[src/vizPkg.sv]
package vizPkg;

	// band count and bar height range
	localparam int NUM_BANDS = 4;
	localparam int BAND_IDX_W = $clog2(NUM_BANDS);
	localparam int MAX_LEVEL = 8;

	// one-pole low-pass shifts, lp1 is the fastest
	localparam int LP_SHIFT1 = 2;
	localparam int LP_SHIFT2 = 4;
	localparam int LP_SHIFT3 = 6;

	// meter dynamics
	localparam int ENV_SHIFT = 3;
	localparam int PEAK_DECAY_SHIFT = 6;
	localparam int LEVEL_SHIFT = 12;

	// screen geometry, 128 pixel columns and 64 row cells
	localparam int COL_SHIFT = 7;
	localparam int GAP_WIDTH = 8;
	localparam int ROW_SHIFT = 6;

	typedef logic signed [15:0] sample_t;
	typedef logic [15:0] mag_t;
	typedef logic [3:0] level_t;
	typedef logic [9:0] coordX_t;
	typedef logic [8:0] coordY_t;
	typedef logic [1:0] cfgAddr_t;

	typedef struct packed {
		logic [7:0] r;
		logic [7:0] g;
		logic [7:0] b;
	} rgb_t;

	typedef struct packed {
		level_t barLevel;
		level_t peakLevel;
	} bandLevels_t;

	typedef bandLevels_t [NUM_BANDS-1:0] meterBus_t;

	typedef struct packed {
		logic [NUM_BANDS-1:0] bandEn;
		rgb_t barColor;
		rgb_t markerColor;
		rgb_t bgColor;
	} vizCfg_t;

	// register map
	localparam cfgAddr_t ADDR_EN = 2'd0;
	localparam cfgAddr_t ADDR_BAR = 2'd1;
	localparam cfgAddr_t ADDR_MARKER = 2'd2;
	localparam cfgAddr_t ADDR_BG = 2'd3;

	localparam vizCfg_t CFG_RESET = '{
		bandEn: '1,
		barColor: 24'h00C000,
		markerColor: 24'hFFFFFF,
		bgColor: 24'h000020
	};

endpackage
[src/bandFilterBank.sv]
`timescale 1ns/1ns

module bandFilterBank (
	input  logic aud_clk,
	input  logic rstN,
	input  vizPkg::sample_t sampleIn,
	input  logic sampleStrobe,
	output vizPkg::sample_t bandSamples [vizPkg::NUM_BANDS],
	output logic bandValid
);
	import vizPkg::*;

	// low-pass states carry two guard bits
	logic signed [17:0] lp1;
	logic signed [17:0] lp2;
	logic signed [17:0] lp3;

	logic signed [17:0] sampleWide;
	logic signed [17:0] lp1Next;
	logic signed [17:0] lp2Next;
	logic signed [17:0] lp3Next;
	logic signed [17:0] bandWide [NUM_BANDS];

	// clamp to the signed 16 bit range
	function automatic sample_t satSample(input logic signed [17:0] v);
		if (v > 18'sd32767) begin
			return 16'sh7fff;
		end
		if (v < -18'sd32768) begin
			return 16'sh8000;
		end
		return sample_t'(v[15:0]);
	endfunction

	always_comb begin
		sampleWide = 18'(sampleIn);
		// each stage follows the freshly updated stage before it
		lp1Next = lp1 + ((sampleWide - lp1) >>> LP_SHIFT1);
		lp2Next = lp2 + ((lp1Next - lp2) >>> LP_SHIFT2);
		lp3Next = lp3 + ((lp2Next - lp3) >>> LP_SHIFT3);
		// band 0 lowest, band 3 highest
		bandWide[0] = lp3Next;
		bandWide[1] = lp2Next - lp3Next;
		bandWide[2] = lp1Next - lp2Next;
		bandWide[3] = sampleWide - lp1Next;
	end

	always_ff @(posedge aud_clk or negedge rstN) begin
		if (!rstN) begin
			lp1 <= '0;
			lp2 <= '0;
			lp3 <= '0;
			bandValid <= 1'b0;
		end else begin
			bandValid <= sampleStrobe;
			if (sampleStrobe) begin
				lp1 <= lp1Next;
				lp2 <= lp2Next;
				lp3 <= lp3Next;
			end
		end
	end

	// band samples latch with each strobe
	always_ff @(posedge aud_clk) begin
		if (sampleStrobe) begin
			for (int b = 0; b < NUM_BANDS; b++) begin
				bandSamples[b] <= satSample(bandWide[b]);
			end
		end
	end

endmodule

[src/bandMeter.sv]
`timescale 1ns/1ns

module bandMeter (
	input  logic aud_clk,
	input  logic rstN,
	input  vizPkg::sample_t bandSamples [vizPkg::NUM_BANDS],
	input  logic bandValid,
	input  logic [vizPkg::NUM_BANDS-1:0] bandEn,
	output vizPkg::meterBus_t meters
);
	import vizPkg::*;

	mag_t env [NUM_BANDS];
	mag_t peak [NUM_BANDS];
	mag_t magVal [NUM_BANDS];
	mag_t envNext [NUM_BANDS];
	mag_t peakNext [NUM_BANDS];

	// cells = magnitude / 4096, capped at the top cell
	function automatic level_t toLevel(input mag_t m);
		mag_t shifted;
		shifted = m >> LEVEL_SHIFT;
		if (shifted > MAX_LEVEL) begin
			return level_t'(MAX_LEVEL);
		end
		return level_t'(shifted);
	endfunction

	always_comb begin
		logic signed [16:0] absWide;
		logic signed [16:0] envDiff;
		for (int b = 0; b < NUM_BANDS; b++) begin
			// -32768 rectifies to 32768, clamp it back
			absWide = bandSamples[b][15] ? -17'(bandSamples[b]) : 17'(bandSamples[b]);
			magVal[b] = (absWide > 17'sd32767) ? 16'h7fff : mag_t'(absWide[15:0]);
			envDiff = $signed({1'b0, magVal[b]}) - $signed({1'b0, env[b]});
			envNext[b] = env[b] + mag_t'(envDiff >>> ENV_SHIFT);
			// peak jumps up, bleeds off slowly
			if (magVal[b] > peak[b]) begin
				peakNext[b] = magVal[b];
			end else begin
				peakNext[b] = peak[b] - (peak[b] >> PEAK_DECAY_SHIFT);
			end
			if (!bandEn[b]) begin
				envNext[b] = '0;
				peakNext[b] = '0;
			end
		end
	end

	always_ff @(posedge aud_clk or negedge rstN) begin
		if (!rstN) begin
			for (int b = 0; b < NUM_BANDS; b++) begin
				env[b] <= '0;
				peak[b] <= '0;
			end
			meters <= '0;
		end else if (bandValid) begin
			for (int b = 0; b < NUM_BANDS; b++) begin
				env[b] <= envNext[b];
				peak[b] <= peakNext[b];
				meters[b].barLevel <= toLevel(envNext[b]);
				meters[b].peakLevel <= toLevel(peakNext[b]);
			end
		end
	end

endmodule

[src/barRenderer.sv]
`timescale 1ns/1ns

module barRenderer (
	input  vizPkg::coordX_t pixelX,
	input  vizPkg::coordY_t pixelY,
	input  vizPkg::meterBus_t meters,
	output logic markerHit,
	output logic barHit,
	output logic gapHit
);
	import vizPkg::*;

	logic [$bits(coordX_t)-COL_SHIFT-1:0] colIdx;
	logic [COL_SHIFT-1:0] colOffset;
	logic inColumns;
	level_t cellRow;
	bandLevels_t selLevels;

	always_comb begin
		colIdx = pixelX[$bits(coordX_t)-1:COL_SHIFT];
		colOffset = pixelX[COL_SHIFT-1:0];
		// columns end at x 512
		inColumns = colIdx < NUM_BANDS;
		selLevels = meters[colIdx[BAND_IDX_W-1:0]];
		// row 0 is the bottom cell
		cellRow = level_t'(MAX_LEVEL - 1) - level_t'(pixelY >> ROW_SHIFT);
	end

	// left edge of each column is a gap
	assign gapHit = !inColumns || (colOffset < GAP_WIDTH);

	assign barHit = inColumns && (cellRow < selLevels.barLevel);

	// marker sits in the cell just under the peak level
	assign markerHit = inColumns && (selLevels.peakLevel != '0)
		&& (cellRow == selLevels.peakLevel - level_t'(1));

endmodule

[src/pixelCompositor.sv]
`timescale 1ns/1ns

module pixelCompositor (
	input  logic aud_clk,
	input  logic rstN,
	input  logic markerHit,
	input  logic barHit,
	input  logic gapHit,
	input  vizPkg::vizCfg_t cfg,
	output vizPkg::rgb_t rgbOut
);
	import vizPkg::*;

	// bit order sets priority, msb wins
	logic [2:0] layerVec;
	logic [2:0] layerOH;

	assign layerVec = {gapHit, markerHit, barHit};

	always_comb begin
		layerOH = '0;
		for (int i = 0; i < $bits(layerVec); i++) begin
			if (layerVec[i]) begin
				layerOH = 3'b001 << i;
			end
		end
	end

	always_ff @(posedge aud_clk or negedge rstN) begin
		if (!rstN) begin
			rgbOut <= '0;
		end else begin
			case (layerOH)
				3'b100: rgbOut <= cfg.bgColor;
				3'b010: rgbOut <= cfg.markerColor;
				3'b001: rgbOut <= cfg.barColor;
				// nothing hit
				default: rgbOut <= cfg.bgColor;
			endcase
		end
	end

endmodule

[src/spectrumViz.sv]
`timescale 1ns/1ns

module spectrumViz (
	input  logic aud_clk,
	input  logic rstN,
	input  vizPkg::sample_t sampleIn,
	input  logic sampleStrobe,
	input  logic cfgWrite,
	input  vizPkg::cfgAddr_t cfgAddr,
	input  logic [23:0] cfgData,
	input  vizPkg::coordX_t pixelX,
	input  vizPkg::coordY_t pixelY,
	output vizPkg::meterBus_t meterLevels,
	output vizPkg::rgb_t rgbOut
);
	import vizPkg::*;

	sample_t bandSamples [NUM_BANDS];
	logic bandValid;
	vizCfg_t cfg;
	logic markerHit;
	logic barHit;
	logic gapHit;

	// audio side
	bandFilterBank bandFilterBank_i (
		.aud_clk(aud_clk),
		.rstN(rstN),
		.sampleIn(sampleIn),
		.sampleStrobe(sampleStrobe),
		.bandSamples(bandSamples),
		.bandValid(bandValid)
	);

	bandMeter bandMeter_i (
		.aud_clk(aud_clk),
		.rstN(rstN),
		.bandSamples(bandSamples),
		.bandValid(bandValid),
		.bandEn(cfg.bandEn),
		.meters(meterLevels)
	);

	vizConfig vizConfig_i (
		.aud_clk(aud_clk),
		.rstN(rstN),
		.cfgWrite(cfgWrite),
		.cfgAddr(cfgAddr),
		.cfgData(cfgData),
		.cfg(cfg)
	);

	// pixel side
	barRenderer barRenderer_i (
		.pixelX(pixelX),
		.pixelY(pixelY),
		.meters(meterLevels),
		.markerHit(markerHit),
		.barHit(barHit),
		.gapHit(gapHit)
	);

	pixelCompositor pixelCompositor_i (
		.aud_clk(aud_clk),
		.rstN(rstN),
		.markerHit(markerHit),
		.barHit(barHit),
		.gapHit(gapHit),
		.cfg(cfg),
		.rgbOut(rgbOut)
	);

endmodule

[src/vizConfig.sv]
`timescale 1ns/1ns

module vizConfig (
	input  logic aud_clk,
	input  logic rstN,
	input  logic cfgWrite,
	input  vizPkg::cfgAddr_t cfgAddr,
	input  logic [23:0] cfgData,
	output vizPkg::vizCfg_t cfg
);
	import vizPkg::*;

	// one field per address, colours take the full data word
	always_ff @(posedge aud_clk or negedge rstN) begin
		if (!rstN) begin
			cfg <= CFG_RESET;
		end else if (cfgWrite) begin
			case (cfgAddr)
				ADDR_EN: begin
					cfg.bandEn <= cfgData[NUM_BANDS-1:0];
				end
				ADDR_BAR: begin
					cfg.barColor <= cfgData;
				end
				ADDR_MARKER: begin
					cfg.markerColor <= cfgData;
				end
				ADDR_BG: begin
					cfg.bgColor <= cfgData;
				end
				default: begin
					cfg <= cfg;
				end
			endcase
		end
	end

endmodule

[config.mk]
export PLATFORM = sky130hd
export DESIGN_NAME = spectrumViz
export DESIGN_NICKNAME = d
export VERILOG_FILES = /design/src/vizPkg.sv /design/src/bandFilterBank.sv /design/src/bandMeter.sv /design/src/barRenderer.sv /design/src/pixelCompositor.sv /design/src/spectrumViz.sv /design/src/vizConfig.sv
export SDC_FILE = /design/constraint.sdc
export NUM_CORES = 1
export LEC_CHECK = 0
export BUFFER_PORTS_ARGS = -buffer_cell sky130_fd_sc_hd__buf_2
export CELL_PAD_IN_SITES_DETAIL_PLACEMENT = 2
export CELL_PAD_IN_SITES_GLOBAL_PLACEMENT = 2
export CORE_ASPECT_RATIO = 1.5
export CORE_MARGIN = 2
export CORE_UTILIZATION = 25
export CTS_BUF_LIST = sky130_fd_sc_hd__clkbuf_8
export CTS_CLUSTER_DIAMETER = 100
export DETAILED_ROUTE_END_ITERATION = 6
export GPL_TIMING_DRIVEN = 0
export HOLD_SLACK_MARGIN = 0.15
export PLACE_DENSITY_LB_ADDON = 0.08
export RECOVER_POWER = 25
export SLEW_MARGIN = 40
export SYNTH_ARGS = -nofsm -noshare
export SYNTH_HDL_FRONTEND = slang
export SYNTH_SLANG_ARGS = --single-unit
[constraint.sdc]
create_clock -name aud_clk -period 10.76 [get_ports aud_clk]
set_clock_uncertainty 0.2 [all_clocks]
set_input_delay 1.076 -clock aud_clk [delete_from_list [all_inputs] [get_ports aud_clk]]
set_output_delay 1.076 -clock aud_clk [all_outputs]
set_load 0.005 [all_outputs]
==> results summary <==
The run finished, with violations left. The checks that failed: capacitance limit, slew limit, setup timing. The final hold violation count is 0. The post-route clock period utilization is 105%. The I/O pin total came out at 121.

The clock-pin slew on the worst setup and hold paths came out at 60 ps. The via count of the first global-routing pass is 30800. The kind of end point of the critical path is a flop. The number of levels in the clock H-tree came out at 3.

Measured along the x axis, the die boundary spans 294 µm. For this run, the number of standard cells in the final layout without fillers is 5445. For this run, the slowest stage of the critical path takes 420 ps.

The worst hold path belongs to the class reg -> reg. The sequential cell area came out at 9640 µm². The global-route total usage across every layer is 18.9%.

In this design, the critical path's most frequently occurring cell is sky130_fd_sc_hd__a211oi_4. In the final design database the tool counted 4235 nets. Yosys mapped the design onto 111 distinct sky130hd cell types. Subtracting the final worst setup slack from the clock period gives 11320 ps. The deepest clock path buffer count is 3. The post-route DRC violation count came out at 0. The root buffer cell chosen for the clock tree is sky130_fd_sc_hd__clkbuf_8.

The maximum number of pins on one net before global-route repair is 63. The data arrival time of the critical path is 11570 ps. The combined area of the multi-input logic cells came out at 21700 µm². The average via count per standard cell is 5.03.

The final max-slew violation count came to 246. The most used flip-flop cell after synthesis is sky130_fd_sc_hd__dfrtp_1. The placed cell count is 5195.

The final setup violation count is 16. The core footprint came out at 125000 µm². Data on the critical path is required at its endpoint by 11010 ps.

The top achievable clock speed came out at 0.0884 GHz. The worst setup slack after placement is -3550 ps. The number of fill cells in the layout came out at 14000. The post-synthesis to final-layout area growth came out at 22.0%. The worst setup path is launched from an input port. The fraction of final layout cells sized beyond drive strength 1 came out at 20.4%. The flip-flop and latch count after synthesis is 371. Counting instances, the worst hold path has a depth of 2. The count of routing violations after the opening detailed-route iteration is 838. TritonCTS built the clock tree.

The detailed placement HPWL came out at 94700 µm. The worst register-to-register path has a depth of 49. Summed over all layers, the routed wires come to 121000 µm. By area the synthesized netlist is led by sky130_fd_sc_hd__dfrtp_1 22%, sky130_fd_sc_hd__ha_1 15%, sky130_fd_sc_hd__edfxtp_1 6.1%.

In this run the core area contains 159 standard-cell rows. The detailed-router iteration count before antenna repair came out at 6. The number of input and output port buffers inserted came out at 109. The wire length of the first global-routing pass came out at 187000 µm. Setup repair after global routing could not meet its margin everywhere. The final worst setup slack is -557 ps.

The area fraction of the dominant cell type after synthesis is 22.0%. The clock insertion delay at the later pin of the skew report is 780 ps. The max-slew headroom at the worst pin is -157%. The number of buffers created by CTS is 75. The number of antenna violations at the first check in global routing is 1. The smallest hold slack is 286 ps. The number of standard cells after synthesis is 3461. By startpoint and endpoint, the worst setup path is classified as in -> reg. The biggest fanout along the worst timing path is 6. At the pin with the least slew margin, the transition time is 3860 ps. By instance count, the leading cell after synthesis is sky130_fd_sc_hd__ha_1. The fraction of registers with async set/reset is 82.7%. After synthesis, the most frequently instantiated cells are 382 x sky130_fd_sc_hd__ha_1, 339 x sky130_fd_sc_hd__inv_1, 276 x sky130_fd_sc_hd__dfrtp_1. Of all cell types, the one taking the most synthesized area is sky130_fd_sc_hd__dfrtp_1. Once the floorplan was initialized, standard cells occupied 25.2% of the core. The fraction of the yosys area taken by sequential cells is 30.7%.

The average cell area after synthesis came out at 9.09 µm². The die outline area is 129000 µm². The cell area after placement is 34700 µm². Routability-driven placement finished with a final weighted congestion of 0.765.

For this block, the via count after detailed routing is 27400. The slowest stage of the critical path belongs to the cell sky130_fd_sc_hd__a2111o_1. The global route total overflow came out at 0. Yosys printed 0 warnings. The clock drives 371 sinks. The per-cell routed wire length is 22.2 µm. The finished cells cover 38400 µm². The die outline height came out at 438 µm. The count of flip-flops with a built-in enable after synthesis is 64. The synthesized cell area is 31500 µm². The remaining number of nets flagged by the antenna check after routing is 0. Across the run, the number of max-cap violations was 5.
worst max-delay path, delay by kind of cell:
family                   cells  cell delay, ps
AND/OR/NAND/NOR             11            2020
XOR/XNOR                     6             780
AO/OA/AOI/OAI               21            5000
buffers and inverters        4             590
adder cells (fa/ha/maj)      7            2070
cell usage in the layout (no fill, tap or decap), drive strengths merged, types with 64 or more instances in the layout:
cell    instances
xnor2         169
a21o           99
nor2          231
mux2           88
dfrtp         276
a21oi         197
edfxtp         64
xor2          106
inv           358
o22ai          95
nand2         222
o21a           78
nor3           78
clkbuf        167
buf           245
o21ai         217
ha            382
flip-flops by register name, indices dropped and copies added (netlist names):
signal,flops
bandFilterBank_i.bandSamples,64
bandFilterBank_i.bandValid,1
bandFilterBank_i.lp1,18
bandFilterBank_i.lp2,18
bandFilterBank_i.lp3,18
bandMeter_i.env,64
bandMeter_i.meters,24
bandMeter_i.peak,64
pixelCompositor_i.rgbOut,24
vizConfig_i.cfg,76
what timing repair did:
action / in CTS / in global routing
setup endpoints to repair: 39 / 33
endpoints found under the hold margin: 22 / 0
pin swaps: 99 / 40
hold buffers: 1 / 0
gates resized for setup: 173 / 58
gates cloned: 2 / 0
buffers inserted: 80 / 31
worst paths after layout:
path	startpoint	end	slack [ps]
setup / recovery	sampleIn[2]	bandFilterBank_i.bandSamples[39]	-560
hold / removal	vizConfig_i.cfg[67]	pixelCompositor_i.rgbOut[19]	290
setup reg to reg	bandFilterBank_i.lp1[2]	bandFilterBank_i.bandSamples[39]	-540
hold reg to reg	vizConfig_i.cfg[67]	pixelCompositor_i.rgbOut[19]	290
max in group asynchronous	rstN	bandFilterBank_i.lp2[10]	4870
min in group asynchronous	rstN	bandMeter_i.env[8]	1080
layout make-up:
cell class / instances / share of cell area (%)
diodes: 3 / 0.0196
plain buffers: 97 / 1.30
clock buffers: 86 / 3.08
clock inverters: 49 / 1.27
inverters: 339 / 3.32
multi-input cells: 2660 / 56.7
flip-flops and latches: 371 / 25.1
well taps: 1610 / 5.25
repair buffers: 230 / 3.98
per-layer routing:
metal	up-vias	global-route usage [%]	part of all wire [%]
li1	13100	-	-
met1	14000	21.0	40
met2	202	37.6	56
met3	109	2.04	1.8
met4	0	4.23	1.8
met5	-	0	0
cell families after synthesis:
logic type      after synthesis  synth area share, %
simple gates                846                 13.1
compound gates              976                 21.2
flops                       371                 30.7
xor+xnor                    277                 7.90
fa+ha+maj                   397                 16.1
buf+inv                     437                 5.42
other cells                   1               0.0119
mux                         156                 5.63
through the flow:
step                TNS [ps]  utilization [%]
floorplan              -7870                -
global placement     -123150             27.5
detailed placement   -109690             27.8
CTS                    -9950             30.4
global route          -20930             30.7
finish                 -7960             30.7
Power is left out: the tool's default activity adds up to more than one toggle a clock period on the data nets, which glitch-free logic cannot reach.
